--- config.mk ---
export PLATFORM = sky130hd
export DESIGN_NAME = decodeUnit
export DESIGN_NICKNAME = d
export VERILOG_FILES = /design/src/decoderPkg.sv /design/src/creditFifo.sv /design/src/instrDecoder.sv /design/src/creditSender.sv /design/src/decodeUnit.sv
export SDC_FILE = /design/constraint.sdc
export NUM_CORES = 1
export LEC_CHECK = 0
export ABC_CLOCK_PERIOD_IN_PS = 2650
export BUFFER_PORTS_ARGS = -buffer_cell sky130_fd_sc_hd__buf_4
export CAP_MARGIN = 15
export CORE_ASPECT_RATIO = 0.75
export CORE_MARGIN = 1
export CORE_UTILIZATION = 60
export DETAILED_ROUTE_END_ITERATION = 8
export PLACE_DENSITY_LB_ADDON = 0.15
export SKIP_CTS_REPAIR_TIMING = 1
export SYNTH_ARGS = -nofsm -noshare
export SYNTH_HDL_FRONTEND = slang
export SYNTH_SLANG_ARGS = --single-unit
--- constraint.sdc ---
create_clock -name clk -period 2.65 [get_ports clk]
set_input_delay 0 -clock clk [delete_from_list [all_inputs] [get_ports clk]]
set_output_delay 0 -clock clk [all_outputs]
set_load 0.005 [all_outputs]
--- src/decoderPkg.sv ---
package decoderPkg;

        typedef logic [31:0] instr_t;

        ////////////////////////////////////////
        // Opcode field, bits 31:26

        localparam logic [5:0] OP_SPECIAL  = 6'b000000;
        localparam logic [5:0] OP_SPECIAL2 = 6'b011100;  // MUL and MADD family
        localparam logic [5:0] OP_SPECIAL3 = 6'b011111;
        localparam logic [5:0] OP_ADDI     = 6'b001000;
        localparam logic [5:0] OP_ADDIU    = 6'b001001;
        localparam logic [5:0] OP_SLTI     = 6'b001010;
        localparam logic [5:0] OP_SLTIU    = 6'b001011;
        localparam logic [5:0] OP_ANDI     = 6'b001100;
        localparam logic [5:0] OP_ORI      = 6'b001101;
        localparam logic [5:0] OP_XORI     = 6'b001110;
        localparam logic [5:0] OP_LUI      = 6'b001111;
        localparam logic [5:0] OP_LW       = 6'b100011;
        localparam logic [5:0] OP_LH       = 6'b100001;
        localparam logic [5:0] OP_LB       = 6'b100000;
        localparam logic [5:0] OP_SW       = 6'b101011;
        localparam logic [5:0] OP_SH       = 6'b101001;
        localparam logic [5:0] OP_SB       = 6'b101000;

        ////////////////////////////////////////
        // Function field, bits 5:0

        localparam logic [5:0] FN_ADD   = 6'b100000;
        localparam logic [5:0] FN_ADDU  = 6'b100001;
        localparam logic [5:0] FN_SUB   = 6'b100010;
        localparam logic [5:0] FN_AND   = 6'b100100;
        localparam logic [5:0] FN_OR    = 6'b100101;
        localparam logic [5:0] FN_NOR   = 6'b100111;
        localparam logic [5:0] FN_XOR   = 6'b100110;
        localparam logic [5:0] FN_SLT   = 6'b101010;
        localparam logic [5:0] FN_SLTU  = 6'b101011;
        localparam logic [5:0] FN_SLL   = 6'b000000;
        localparam logic [5:0] FN_SRL   = 6'b000010;  // ROTR when bit 21 set
        localparam logic [5:0] FN_SRA   = 6'b000011;
        localparam logic [5:0] FN_SLLV  = 6'b000100;
        localparam logic [5:0] FN_SRLV  = 6'b000110;  // ROTRV when bit 6 set
        localparam logic [5:0] FN_SRAV  = 6'b000111;
        localparam logic [5:0] FN_BSHFL = 6'b100000;  // SPECIAL3 byte shuffle group
        localparam logic [5:0] FN_MOVN  = 6'b001011;
        localparam logic [5:0] FN_MOVZ  = 6'b001010;

        localparam logic [4:0] SP_SEB = 5'b10000;
        localparam logic [4:0] SP_SEH = 5'b11000;

        ////////////////////////////////////////
        // Control word

        typedef enum logic [5:0] {
                ALU_ADD  = 6'b000000,
                ALU_SUB  = 6'b000001,
                ALU_AND  = 6'b000010,
                ALU_OR   = 6'b000011,
                ALU_NOR  = 6'b000100,
                ALU_XOR  = 6'b000101,
                ALU_SEH  = 6'b000110,
                ALU_SLL  = 6'b000111,
                ALU_SRL  = 6'b001000,
                ALU_SLT  = 6'b001001,
                ALU_MOVN = 6'b001010,
                ALU_MOVZ = 6'b001011,
                ALU_ROTR = 6'b001100,
                ALU_SRA  = 6'b001101,
                ALU_SEB  = 6'b001111,
                ALU_SLTU = 6'b010001,
                ALU_ADDU = 6'b010111,
                ALU_LUI  = 6'b100001,
                ALU_ADDR = 6'b100100   // Load and store address
        } aluOp_t;

        typedef enum logic [1:0] {
                MEM_NONE = 2'b00,
                MEM_WORD = 2'b01,
                MEM_HALF = 2'b10,
                MEM_BYTE = 2'b11
        } memAccess_t;

        typedef struct packed {
                logic       regWrite;
                logic       regDst;      // 1 writes rd
                logic       shamtSrcA;
                logic       immSrcB;
                logic       zeroExtImm;
                memAccess_t memRead;
                memAccess_t memWrite;
                logic       memToReg;    // 1 takes the ALU result
                aluOp_t     aluOp;
                logic       illegal;
        } ctrlWord_t;

        localparam ctrlWord_t CTRL_IDLE = '{
                regWrite:   1'b0,
                regDst:     1'b0,
                shamtSrcA:  1'b0,
                immSrcB:    1'b0,
                zeroExtImm: 1'b0,
                memRead:    MEM_NONE,
                memWrite:   MEM_NONE,
                memToReg:   1'b1,
                aluOp:      ALU_ADD,
                illegal:    1'b0
        };

        localparam int IN_DEPTH    = 4;   // Also upstream credits after reset
        localparam int OUT_CREDITS = 4;
        localparam int OUT_DEPTH   = 4;

endpackage

--- src/creditFifo.sv ---
`timescale 1ns/1ps

module creditFifo
#(
        parameter type payload_t = logic [31:0],
        parameter int  DEPTH     = 4
)
(
        input  logic     clk,
        input  logic     rst,
        input  logic     push,
        input  payload_t wrData,
        input  logic     pop,
        output payload_t rdData,
        output logic     empty,
        output logic     full
);

        typedef logic [$clog2(DEPTH)-1:0]     ptr_t;
        typedef logic [$clog2(DEPTH + 1)-1:0] count_t;

        payload_t mem [DEPTH];
        ptr_t     wrPtr;
        ptr_t     rdPtr;
        count_t   count;

        function automatic ptr_t nextPtr(input ptr_t ptr);
                if (ptr == ptr_t'(DEPTH - 1))
                        return '0;
                return ptr + 1'b1;
        endfunction

        always_ff @(posedge clk)
        begin
                if (push)
                        mem[wrPtr] <= wrData;
        end

        always_ff @(posedge clk)
        begin
                if (rst)
                begin
                        wrPtr <= '0;
                        rdPtr <= '0;
                        count <= '0;
                end
                else
                begin
                        if (push)
                                wrPtr <= nextPtr(wrPtr);
                        if (pop)
                                rdPtr <= nextPtr(rdPtr);
                        case ({push, pop})
                                2'b10:   count <= count + 1'b1;
                                2'b01:   count <= count - 1'b1;
                                default: count <= count;   // Idle or pass through
                        endcase
                end
        end

        // Head entry shown without a register stage
        assign rdData = mem[rdPtr];
        assign empty  = (count == '0);
        assign full   = (count == count_t'(DEPTH));

endmodule

--- src/instrDecoder.sv ---
`timescale 1ns/1ps

module instrDecoder
        import decoderPkg::*;
(
        input  instr_t    instr,
        output ctrlWord_t ctrl
);

        logic [5:0] opcode;
        logic [4:0] rs;
        logic [4:0] rt;
        logic [4:0] rd;
        logic [4:0] shamt;
        logic [4:0] special3Op;
        logic [5:0] funct;
        logic       isNop;

        assign opcode     = instr[31:26];
        assign rs         = instr[25:21];
        assign rt         = instr[20:16];
        assign rd         = instr[15:11];
        assign shamt      = instr[10:6];
        assign special3Op = instr[10:6];   // Shares bits with shamt
        assign funct      = instr[5:0];

        // All-zero word, which would otherwise read as SLL
        assign isNop = (opcode == OP_SPECIAL) && (rs == '0) && (rt == '0) && (rd == '0)
                       && (shamt == '0) && (funct == FN_SLL);

        function automatic memAccess_t accessSize(input logic [1:0] sizeBits);
                case (sizeBits)
                        2'b11:   return MEM_WORD;
                        2'b01:   return MEM_HALF;
                        default: return MEM_BYTE;
                endcase
        endfunction

        function automatic aluOp_t immAluOp(input logic [5:0] op);
                case (op)
                        OP_ADDIU: return ALU_ADDU;
                        OP_SLTI:  return ALU_SLT;
                        OP_SLTIU: return ALU_SLTU;
                        OP_ANDI:  return ALU_AND;
                        OP_ORI:   return ALU_OR;
                        OP_XORI:  return ALU_XOR;
                        OP_LUI:   return ALU_LUI;
                        default:  return ALU_ADD;   // ADDI
                endcase
        endfunction

        always_comb
        begin
                ctrl = CTRL_IDLE;
                if (!isNop)
                begin
                        case (opcode)
                                ////////////////////////////////////////
                                // Register forms
                                OP_SPECIAL:
                                begin
                                        ctrl.regWrite = 1'b1;
                                        ctrl.regDst   = 1'b1;
                                        case (funct)
                                                FN_ADD:  ctrl.aluOp = ALU_ADD;
                                                FN_ADDU: ctrl.aluOp = ALU_ADDU;
                                                FN_SUB:  ctrl.aluOp = ALU_SUB;
                                                FN_AND:  ctrl.aluOp = ALU_AND;
                                                FN_OR:   ctrl.aluOp = ALU_OR;
                                                FN_NOR:  ctrl.aluOp = ALU_NOR;
                                                FN_XOR:  ctrl.aluOp = ALU_XOR;
                                                FN_SLT:  ctrl.aluOp = ALU_SLT;
                                                FN_SLTU: ctrl.aluOp = ALU_SLTU;
                                                FN_MOVN: ctrl.aluOp = ALU_MOVN;
                                                FN_MOVZ: ctrl.aluOp = ALU_MOVZ;
                                                FN_SLL:
                                                begin
                                                        ctrl.aluOp     = ALU_SLL;
                                                        ctrl.shamtSrcA = 1'b1;
                                                end
                                                FN_SRL:
                                                begin
                                                        ctrl.aluOp     = rs[0] ? ALU_ROTR : ALU_SRL;
                                                        ctrl.shamtSrcA = 1'b1;
                                                end
                                                FN_SRA:
                                                begin
                                                        ctrl.aluOp     = ALU_SRA;
                                                        ctrl.shamtSrcA = 1'b1;
                                                end
                                                FN_SLLV: ctrl.aluOp = ALU_SLL;
                                                FN_SRLV: ctrl.aluOp = shamt[0] ? ALU_ROTR : ALU_SRL;
                                                FN_SRAV: ctrl.aluOp = ALU_SRA;
                                                default: ctrl.illegal = 1'b1;   // Jumps, HI/LO, MULT
                                        endcase
                                end
                                OP_SPECIAL3:
                                begin
                                        ctrl.regWrite = 1'b1;
                                        ctrl.regDst   = 1'b1;
                                        if (funct != FN_BSHFL)
                                                ctrl.illegal = 1'b1;
                                        else if (special3Op == SP_SEB)
                                                ctrl.aluOp = ALU_SEB;
                                        else if (special3Op == SP_SEH)
                                                ctrl.aluOp = ALU_SEH;
                                        else
                                                ctrl.illegal = 1'b1;
                                end
                                OP_SPECIAL2:
                                        ctrl.illegal = 1'b1;   // No multiplier here

                                ////////////////////////////////////////
                                // Immediate and memory forms
                                OP_ADDI, OP_ADDIU, OP_SLTI, OP_SLTIU:
                                begin
                                        ctrl.regWrite = 1'b1;
                                        ctrl.immSrcB  = 1'b1;
                                        ctrl.aluOp    = immAluOp(opcode);
                                end
                                OP_ANDI, OP_ORI, OP_XORI, OP_LUI:
                                begin
                                        ctrl.regWrite   = 1'b1;
                                        ctrl.immSrcB    = 1'b1;
                                        ctrl.zeroExtImm = 1'b1;
                                        ctrl.aluOp      = immAluOp(opcode);
                                end
                                OP_LW, OP_LH, OP_LB:
                                begin
                                        ctrl.regWrite = 1'b1;
                                        ctrl.immSrcB  = 1'b1;
                                        ctrl.memToReg = 1'b0;   // Load data to rt
                                        ctrl.memRead  = accessSize(opcode[1:0]);
                                        ctrl.aluOp    = ALU_ADDR;
                                end
                                OP_SW, OP_SH, OP_SB:
                                begin
                                        ctrl.immSrcB  = 1'b1;
                                        ctrl.memWrite = accessSize(opcode[1:0]);
                                        ctrl.aluOp    = ALU_ADDR;
                                end
                                default: ctrl.illegal = 1'b1;   // Branches and unused
                        endcase
                end

                if (ctrl.illegal)
                begin
                        ctrl         = CTRL_IDLE;   // Drop all enables
                        ctrl.illegal = 1'b1;
                end
        end

endmodule

--- src/creditSender.sv ---
`timescale 1ns/1ps

module creditSender
        import decoderPkg::*;
(
        input  logic      clk,
        input  logic      rst,
        input  logic      empty,
        input  ctrlWord_t head,
        output logic      pop,
        input  logic      ctrlCredit,
        output logic      ctrlValid,
        output ctrlWord_t ctrl
);

        typedef logic [$clog2(OUT_CREDITS + 1)-1:0] credit_t;

        credit_t   credits;
        ctrlWord_t staged;
        logic      stagedValid;

        // Credit is spent when the word leaves the FIFO
        assign pop = !empty && (credits != '0);

        always_ff @(posedge clk)
        begin
                if (rst)
                begin
                        credits     <= credit_t'(OUT_CREDITS);
                        stagedValid <= 1'b0;
                        ctrlValid   <= 1'b0;
                end
                else
                begin
                        case ({pop, ctrlCredit})
                                2'b10:   credits <= credits - 1'b1;
                                2'b01:   credits <= credits + 1'b1;
                                default: credits <= credits;   // Spent and returned
                        endcase
                        stagedValid <= pop;
                        ctrlValid   <= stagedValid;
                end
        end

        ////////////////////////////////////////
        // Pop stage then output register
        always_ff @(posedge clk)
        begin
                if (pop)
                        staged <= head;
                ctrl <= staged;
        end

endmodule

--- src/decodeUnit.sv ---
`timescale 1ns/1ps

module decodeUnit
        import decoderPkg::*;
(
        input  logic      clk,
        input  logic      rst,
        input  logic      instrValid,
        input  instr_t    instr,
        output logic      instrCredit,
        output logic      ctrlValid,
        output ctrlWord_t ctrl,
        input  logic      ctrlCredit
);

        instr_t    inHead;
        ctrlWord_t decoded;
        ctrlWord_t outHead;
        logic      inPush;
        logic      inEmpty;
        logic      inFull;
        logic      outEmpty;
        logic      outFull;
        logic      move;
        logic      outPop;

        assign inPush = instrValid && !inFull;   // Upstream holds a credit anyway
        assign move   = !inEmpty && !outFull;    // Decode and transfer in one cycle

        creditFifo #(
                .payload_t (instr_t),
                .DEPTH     (IN_DEPTH)
        ) inBuf (
                .clk    (clk),
                .rst    (rst),
                .push   (inPush),
                .wrData (instr),
                .pop    (move),
                .rdData (inHead),
                .empty  (inEmpty),
                .full   (inFull)
        );

        instrDecoder decoder (
                .instr (inHead),
                .ctrl  (decoded)
        );

        creditFifo #(
                .payload_t (ctrlWord_t),
                .DEPTH     (OUT_DEPTH)
        ) outBuf (
                .clk    (clk),
                .rst    (rst),
                .push   (move),
                .wrData (decoded),
                .pop    (outPop),
                .rdData (outHead),
                .empty  (outEmpty),
                .full   (outFull)
        );

        creditSender sender (
                .clk        (clk),
                .rst        (rst),
                .empty      (outEmpty),
                .head       (outHead),
                .pop        (outPop),
                .ctrlCredit (ctrlCredit),
                .ctrlValid  (ctrlValid),
                .ctrl       (ctrl)
        );

        // One credit back per entry leaving inBuf
        always_ff @(posedge clk)
        begin
                if (rst)
                        instrCredit <= 1'b0;
                else
                        instrCredit <= move;
        end

endmodule

Word-level counts from Yosys, hierarchy flattened. Memories as Yosys holds them, arrays and structs flattened. A register that Yosys moved wholly into a read port is not among the register bits. Cells that the tools add are included.

Flip-flop bits (word level): 37. Bits in writable memories: 196. Output and inout bits: 19. Memories: 2.

Memories: inBuf.mem (depth 4, width 32, read ports 1, clocked after memory_dff 1, write ports 1, RTL line creditFifo.sv:22) `payload_t mem [DEPTH];`; outBuf.mem (depth 4, width 17, read ports 1, clocked after memory_dff 1, write ports 1, RTL line creditFifo.sv:22).

Add/sub/neg operators: 10. Eq/ne operators: 48. Muxes and demuxes: 54. Reductions and logical operators: 36.

Operator list (number): == test 6 bit (second input constant) (15); one-hot mux 6 bit (14 select lines) (1); == test 6 x 4 -> 1 bit (second input constant) (10); one-hot mux 6 bit (7 select lines) (1); two-way mux 17 bit (2); two-way mux 1 bit (27); two-way mux 2 bit (12); one-hot mux 6 bit (4 select lines) (1); logical NOT 5 bit (4); == test 6 x 3 -> 1 bit (second input constant) (3); one-hot mux 3 bit (2 select lines) (3); OR reduction 17 bit (1); == test 2 bit (second input constant) (8); OR reduction 14 bit (1); OR reduction 13 bit (1); == test 6 x 2 -> 1 bit (second input constant) (2); logical NOT 6 bit (2); two-way mux 6 bit (2); == test 5 bit (second input constant) (2); adder 3 x 1 -> 3 bit (second input constant) (3); two-way mux 3 bit (3); OR reduction 3 bit (3); subtractor 3 x 1 -> 3 bit (second input constant) (3); adder 2 x 1 -> 2 bit (second input constant) (4); 15 further kinds (34).

Depth between registers and ports, before layout. Gate-level depths: netlist (run 1).

Word-level depth: 8. Depth in mapped cells: 10. Gate-level depth less buffers: 10.

Modules after synthesis. From an unflattened synthesis (run 1), not the netlist that was laid out.

Cell total of the unflattened synthesis: 519. Area total of the unflattened synthesis: 9850.7 µm².

By module, submodules not included: creditFifo at inBuf (times used 1, cells an instance 214, area an instance 5103.6 µm², sequential area each 4023.9 µm²); creditFifo at outBuf (times used 1, cells an instance 136, area an instance 2937.8 µm², sequential area each 2222.1 µm²); creditSender (times used 1, cells an instance 55, area an instance 1066.0 µm², sequential area each 950.9 µm²); instrDecoder (times used 1, cells an instance 110, area an instance 703.2 µm², sequential area each 0.0 µm²); decodeUnit (times used 1, cells an instance 4, area an instance 40.0 µm², sequential area each 20.0 µm²).

Worst setup path after synthesis (run 1). OpenSTA, ideal clock, no wires.

Path kind: register to register. From: reg sender.credits[0]. To: reg sender.credits[2]. Library setup time: 0.132 ns. Arrival time: 2.282 ns. Setup slack: 0.235 ns. Cell stages (with the launch flop): 8. Path buffers: 0. Period minus slack after synthesis: 2.415 ns. Cell sequence: dfxtp_1 -> o31ai_1 -> ha_1 -> inv_1 -> fa_1 -> xor2_1 -> o21ai_0 -> or3b_2.

Longest elaborated chain between the ends: 4.

Ends and longest elaborated chain: start: declaration (RTL line creditSender.sv:18) `credit_t credits;`; start signal: assignment (RTL line creditSender.sv:29) `credits <= credit_t'(OUT_CREDITS);`; start signal: assignment (RTL line creditSender.sv:36) `2'b10: credits <= credits - 1'b1;`; start signal: assignment (RTL line creditSender.sv:37) `2'b01: credits <= credits + 1'b1;`; branches (longest 4 deep; another with adder 3 x 1 -> 3 bit).

Parallel ways; which one is timed is not known. A chain may end at the register's enable or synchronous reset.

==> results.txt, run 1 <==
Status = finished, violations left
Violated checks = hold timing
CTS Buf Count = 24
Commonest non-fill, non-tap cell in the layout = edfxtp_1
Worst slew pin tran = 0.5799 ns
Ports = 55
First-pass GRT wire length = 26650 um
Startpoint types = flip-flop
Routed WL per cell = 19.80 um
Core ar. = 0.01532 mm2
Yosys warning count = 0
Placed cells = 791
Max Transition Viols Final = 0
Syn_area_per_cell = 18.20 um2
Post-synth ARST share = 0
Min Tclk post-route = 2.639 ns
Synthesized area = 0.009467 mm2
CP Data Required Time = 2.87 ns
CTS Root Cell = clkbuf_16
Worst vdd ir = 0.9127 mV
Pleak = 4.036 nW
Die area = 0.01629 mm2
# nets final = 707
Hold slack = -0.03222 ns
Highest-count cells in the layout ignoring fill and taps = 213 x edfxtp_1, 84 x buf_4, 38 x dfxtp_1
Ys flop type = edfxtp_1
Critical path peak fanout = 6
Buffers on Ports = 54
CTS max path bufs = 3
WS Path Type = flip-flop to flip-flop
Post-route DRC = 0
Die width = 147.0 um
Vias post-DR = 4989
Antenna diodes = 0
Vias in the first global route = 5010
Die Y = 110.8 um
Clk pin slew, worst setup/hold paths = 0.06 ns
Power density cells = 1084 mW/mm2
#FFs+latches synth = 252
Final Non-Filler Cells = 878
Fmax = 378.9 MHz
Setup TNS = 0 ns
H-tree depth = 1
DRT iter0 DRCs = 283
Slew headroom = 0.6101
Initial antenna violation count = 0
Setup-failing EPs final = 0
RSZ-0062 raised after global routing = yes
Total Wirelength = 17380 um
P&R area growth vs syn = 22.81%
Router iterations before antenna repair = 4
Clock Sinks = 252
DP Wirelength = 10860 um
Period utilization = 0.9959
Detail Route Antenna Nets = 0
Hold Crit Class = input pin to flip-flop
GRT overflow = 0
Clock Skew = 0.007323 ns
Synthesized Nets = 572
Vias per cell = 5.682
CTS tree = built
Share of cells above drive strength 1 = 0.2734
Fin. Hold Viols = 2
Pin count of the biggest net entering global routing = 33
Sequential area share after synthesis = 0.7581
Post-synth EDFFs = 213
Distinct cell type count of the synthesized netlist = 61
Critical Path AT = 2.86 ns
Endpoint type of the worst setup path = flip-flop
Cell Rows = 39
Mapped Cells = 520
Worst-Skew Late Latency = 0.51 ns
Initial Utilization = 0.6178
Gpl congestion = 0.8570
GRT Overall Usage = 0.2156
Max cap viols = 0
[stage by stage]
stage          total power (W)  hold slack [ns]  instance area, um2  setup slack [ns]  utilization
3_5_place_dp          0.008932           0.2060               10280          -0.04300       0.6708
5_1_grt                0.01320         0.005614               11630           -0.1013       0.7588
4_1_cts                0.01246          -0.3256               11110           -0.1183       0.7248
3_3_place_gp          0.008779           0.2020               10280            0.1009       0.6708
6_report               0.01261         -0.03222               11630           0.01083       0.7588
2_1_floorplan         0.007754          0.09887                9467            0.2353            -
[cells in the mapped netlist, drive strengths merged (3+ instances only)]
library cell    n  share of area
dfxtp          39          0.082
inv            17         0.0067
xor2            6         0.0056
nor3           14         0.0086
mux2i           4         0.0042
buf             9         0.0082
o21ai           9         0.0048
mux4           33          0.079
nor4b           3         0.0034
nor2b           6         0.0040
edfxtp        213           0.68
fa              3         0.0063
and3            8         0.0053
ha             13          0.017
clkbuf          5         0.0020
nand2          21         0.0089
nor4           12         0.0095
nand4           6         0.0040
nor2           32          0.013
nand2b          3         0.0020
a21oi          14         0.0074
nand3           5         0.0032
or3             5         0.0033
and2            7         0.0046
[area by class of cell]
type | instances | area [um2]
Clock buffer | 32 | 661.9
Clock inverter | 12 | 166.4
Fill cell | 893 | 3696
Inverter | 17 | 63.81
Multi-Input combinational cell | 237 | 2221
Sequential cell | 252 | 7181
Tap cell | 205 | 256.5
Timing Repair Buffer | 123 | 1076
[flip-flops by register name (all words and copies together) (netlist names), 2 cells and up, named ones only]
signal / count
inBuf.count: 3
inBuf.mem: 128
inBuf.rdPtr: 2
inBuf.wrPtr: 2
outBuf.count: 3
outBuf.mem: 68
outBuf.rdPtr: 2
outBuf.wrPtr: 2
sender.credits: 3
sender.ctrl: 17
sender.staged: 17
[metal layers]
layer | share of wire | vias to the layer above | global-route usage | routed length (um)
met4 | 0.018 | 0 | 0.04948 | 307
li1 | - | 2317 | - | -
met3 | 0.046 | 25 | 0.03992 | 797
met5 | 0 | - | 0 | 0
met2 | 0.48 | 116 | 0.3346 | 8378
met1 | 0.45 | 2531 | 0.3227 | 7899
[where the power goes]
part           internal [W]  leakage [nW]  switching [W]
logic               0.00156          1.35        0.00195
registers           0.00532          2.29       0.000258
clock network       0.00215         0.397        0.00137
total               0.00903          4.04        0.00358
[kinds of logic (layout without fill, tap and decap cells)]
kind of cell | after synthesis | after routing | synth area share
AND/OR/NAND/NOR | 132 | 132 | 0.07812
XOR/XNOR | 7 | 7 | 0.006476
multiplexers | 37 | 37 | 0.08274
adder cells (fa/ha/maj) | 16 | 16 | 0.02353
buffers and inverters | 31 | 184 | 0.01692
flip-flops | 252 | 252 | 0.7581
AO/OA/AOI/OAI | 45 | 45 | 0.03410
[critical path, cell delays in order, from the launching register on]
cell,delay (ns)
dfxtp_4,0.39
buf_12,0.14
mux4_2,0.58
nor4_4,0.35
buf_4,0.17
nand4_1,0.14
a211o_1,0.31
nand3_4,0.19
a41oi_4,0.06
[worst paths after layout]
path / slack, ns / endpoint / cells past startpoint / startpoint
max: 0.01 / outBuf.mem[3][3]$_DFFE_PP_ / 8 / flip-flop
min: -0.03 / sender.credits[0]$_SDFFE_PP0P_ / 4 / ctrlCredit
max reg2reg: 0.01 / outBuf.mem[3][3]$_DFFE_PP_ / 8 / flip-flop
min reg2reg: 0.34 / sender.ctrl[14]$_DFF_P_ / 0 / sender.staged[14]$_DFFE_PP_
Note: power is estimated with default switching activity, not from simulation.
==> run 2, diff against run 1 <==
CORE_ASPECT_RATIO = not set   (was 0.75)
REMOVE_ABC_BUFFERS = 1   (was not set)
==> run 2 against run 1 <==
Total power is 0.98% lower. Maximum frequency grew 2.5%. Critical path depth unchanged. The flow now finishes without violations. Count of clock-buffer cells in the layout is 2 higher. First-iteration DRC count is 11% higher. Sequential power barely moved. Combinational power barely moved.
==> results.txt, run 2 (synthesis results as in run 1) <==
WS Path Type = flip-flop to flip-flop (unchanged)
R2R Setup Slk = 0.08 ns (was 0.01 ns)
# nets final = 718 (was 707)
Vias per cell = 5.559 (was 5.682)
Worst slew pin tran = 0.5095 ns (was 0.5799 ns)
Highest-count cells in the layout ignoring fill and taps = 213 x edfxtp_1, 92 x buf_4, 38 x dfxtp_1 (was 213 x edfxtp_1, 84 x buf_4, 38 x dfxtp_1)
Max cap viols = 0 (unchanged)
Die Y = 127.6 um (was 110.8 um)
Setup TNS = 0 ns (unchanged)
Placed cell area = 0.01028 mm2 (about the same)
Register area = 0.007181 mm2 (unchanged)
FF-to-FF End = outBuf.mem[3][3]$_DFFE_PP_ (unchanged)
Dpl ws = 0.006784 ns (was -0.04300 ns)
Hold Crit Class = input pin to flip-flop (unchanged)
DP Wirelength = 10070 um (was 10860 um)
Critical path peak fanout = 7 (was 6)
Worst setup margin = 0.07533 ns (was 0.01083 ns)
Post-route DRC = 0 (unchanged)
Gpl congestion = 0.8995 (was 0.8570)
Hold Path Depth = 2 (was 4)
Startpoint types = flip-flop (unchanged)
Slew headroom = 0.6577 (was 0.6101)
Initial Utilization = 0.6181 (was 0.6178)
Max Transition Viols Final = 0 (unchanged)
CTS max path bufs = 3 (unchanged)
Ports = 55 (unchanged)
CTS tree = built (unchanged)
Core ar. = 0.01531 mm2 (was 0.01532 mm2)
Hold Path End = inBuf.mem[2][5]$_DFFE_PP_ (was sender.credits[0]$_SDFFE_PP0P_)
Clk pwr share = 0.272 (was 0.279)
Largest registers = inBuf.mem x128, outBuf.mem x68 (unchanged)
Min Tclk post-route = 2.575 ns (was 2.639 ns)
Endpoint type of the worst setup path = flip-flop (unchanged)
End-of-flow core utilization = 0.7615 (was 0.7588)
Clk pin slew, worst setup/hold paths = 0.06 ns (about the same)
Worst Hold Launch = instr[5] (was ctrlCredit)
Antenna diodes = 0 (unchanged)
Clock Skew = 0.02071 ns (was 0.007323 ns)
CTS Buf Count = 26 (was 24)
Pwr Total = 0.01249 W (was 0.01261 W)
Worst Reg-to-Reg Cells = 8 (unchanged)
Die width = 127.6 um (was 147.0 um)
Power density cells = 1071 mW/mm2 (was 1084 mW/mm2)
Initial antenna violation count = 0 (unchanged)
Worst vdd ir = 0.6949 mV (was 0.9127 mV)
Combinational Power Share = 0.280 (was 0.278)
Setup-failing EPs final = 0 (unchanged)
Status = complete, no violations (was finished, violations left)
Fin area = 0.01166 mm2 (was 0.01163 mm2)
Commonest non-fill, non-tap cell in the layout = edfxtp_1 (unchanged)
Period utilization = 0.9716 (was 0.9959)
Routed WL per cell = 18.99 um (was 19.80 um)
Footprint of the multi-input gates = 0.002211 mm2 (was 0.002221 mm2)
DRT iter0 DRCs = 314 (was 283)
H-tree depth = 1 (unchanged)
Critical Path AT = 2.92 ns (was 2.86 ns)
Vias in the first global route = 4921 (was 5010)
P_sw = 0.003514 W (was 0.003578 W)
P&R area growth vs syn = 23.20% (was 22.81%)
Cell Int Power = 0.008971 W (was 0.009031 W)
First-pass GRT wire length = 25580 um (was 26650 um)
Top reg by flops = inBuf.mem (unchanged)
Buffers on Ports = 54 (unchanged)
Reg power frac = 0.447 (was 0.443)
Fmax = 388.4 MHz (was 378.9 MHz)
CP Data Required Time = 2.99 ns (was 2.87 ns)
Pin count of the biggest net entering global routing = 33 (unchanged)
Pleak = 4.067 nW (was 4.036 nW)
Max FFs per register = 128 (unchanged)
Share of cells above drive strength 1 = 0.2761 (was 0.2734)
Vias post-DR = 4959 (was 4989)
Detail Route Antenna Nets = 0 (unchanged)
Cell Rows = 45 (was 39)
Fillers = 864 (was 893)
Total Wirelength = 16940 um (was 17380 um)
Die area = 0.01628 mm2 (was 0.01629 mm2)
Router iterations before antenna repair = 4 (unchanged)
Fin. Hold Viols = 0 (was 2)
GRT Overall Usage = 0.2094 (was 0.2156)
Sw Share = 0.2814 (was 0.2838)
CTS Root Cell = clkbuf_16 (unchanged)
Worst-Skew Late Latency = 0.53 ns (was 0.51 ns)
Clock Sinks = 252 (unchanged)
GRT overflow = 0 (unchanged)
run 2: changes by cell type in the layout (fill, tap and decap cells not counted), moves of 2 or more:
cell        change
o21ai_0         -2
buf_4           +8
clkbuf_16       +2
o21ai_1         +2
bufinv_16       -2
clkinvlp_4      -2
run 2: area by class of cell:
| type | count | area share |
|---|---|---|
| repair buffers | 132 | 0.09827 |
| flip-flops and latches | 252 | 0.6157 |
| inverters | 17 | 0.005472 |
| clock buffers | 34 | 0.06019 |
| well taps | 211 | 0.02264 |
| clock inverters | 9 | 0.008154 |
| multi-input cells | 237 | 0.1896 |
run 2: routing by layer:
metal | up-vias | wire length (um) | track usage
met5 | - | 0 | 0
met4 | 0 | 450 | 0.07682
met3 | 35 | 747 | 0.03392
met2 | 126 | 8748 | 0.3607
met1 | 2468 | 6993 | 0.2723
li1 | 2330 | - | -
run 2: stage by stage:
stage | cells | hold slack (ns)
floorplan | 506 | 0.06907
global placement | 800 | 0.1979
detailed placement | 800 | 0.2020
CTS | 843 | -0.3338
global route | 892 | 0.2254
finish | 892 | 0.2294
run 2: worst max-delay path by stage:
stage                                             end  slack [ns]  cells past startpoint
final                      outBuf.mem[3][3]$_DFFE_PP_        0.08                      8
after global routing       outBuf.mem[3][3]$_DFFE_PP_       -0.01                      9
after CTS                 outBuf.mem[1][16]$_DFFE_PP_      0.0002                      7
after detailed placement   outBuf.mem[3][2]$_DFFE_PP_       0.007                      7
after global placement     outBuf.mem[2][1]$_DFFE_PP_        0.12                      7
after floorplan            outBuf.mem[0][3]$_DFFE_PP_       -0.34                      6
run 2: power by group through the flow:
stage	clock [W]	sequential [W]	combinational, W
finish	0.00340	0.00558	0.00350
CTS	0.00346	0.00559	0.00324
global placement	0	0.00562	0.00310
global route	0.00362	0.00566	0.00383
detailed placement	0	0.00567	0.00321
floorplan	0	0.00573	0.00192
run 2: worst max-delay path, cell delays in order (launching register included):
cell	delay (ns)
dfxtp_4	0.35
buf_12	0.13
buf_12	0.13
mux4_2	0.55
nor4b_2	0.31
nand4_1	0.20
a22oi_2	0.25
nand3_4	0.20
a41oi_4	0.27
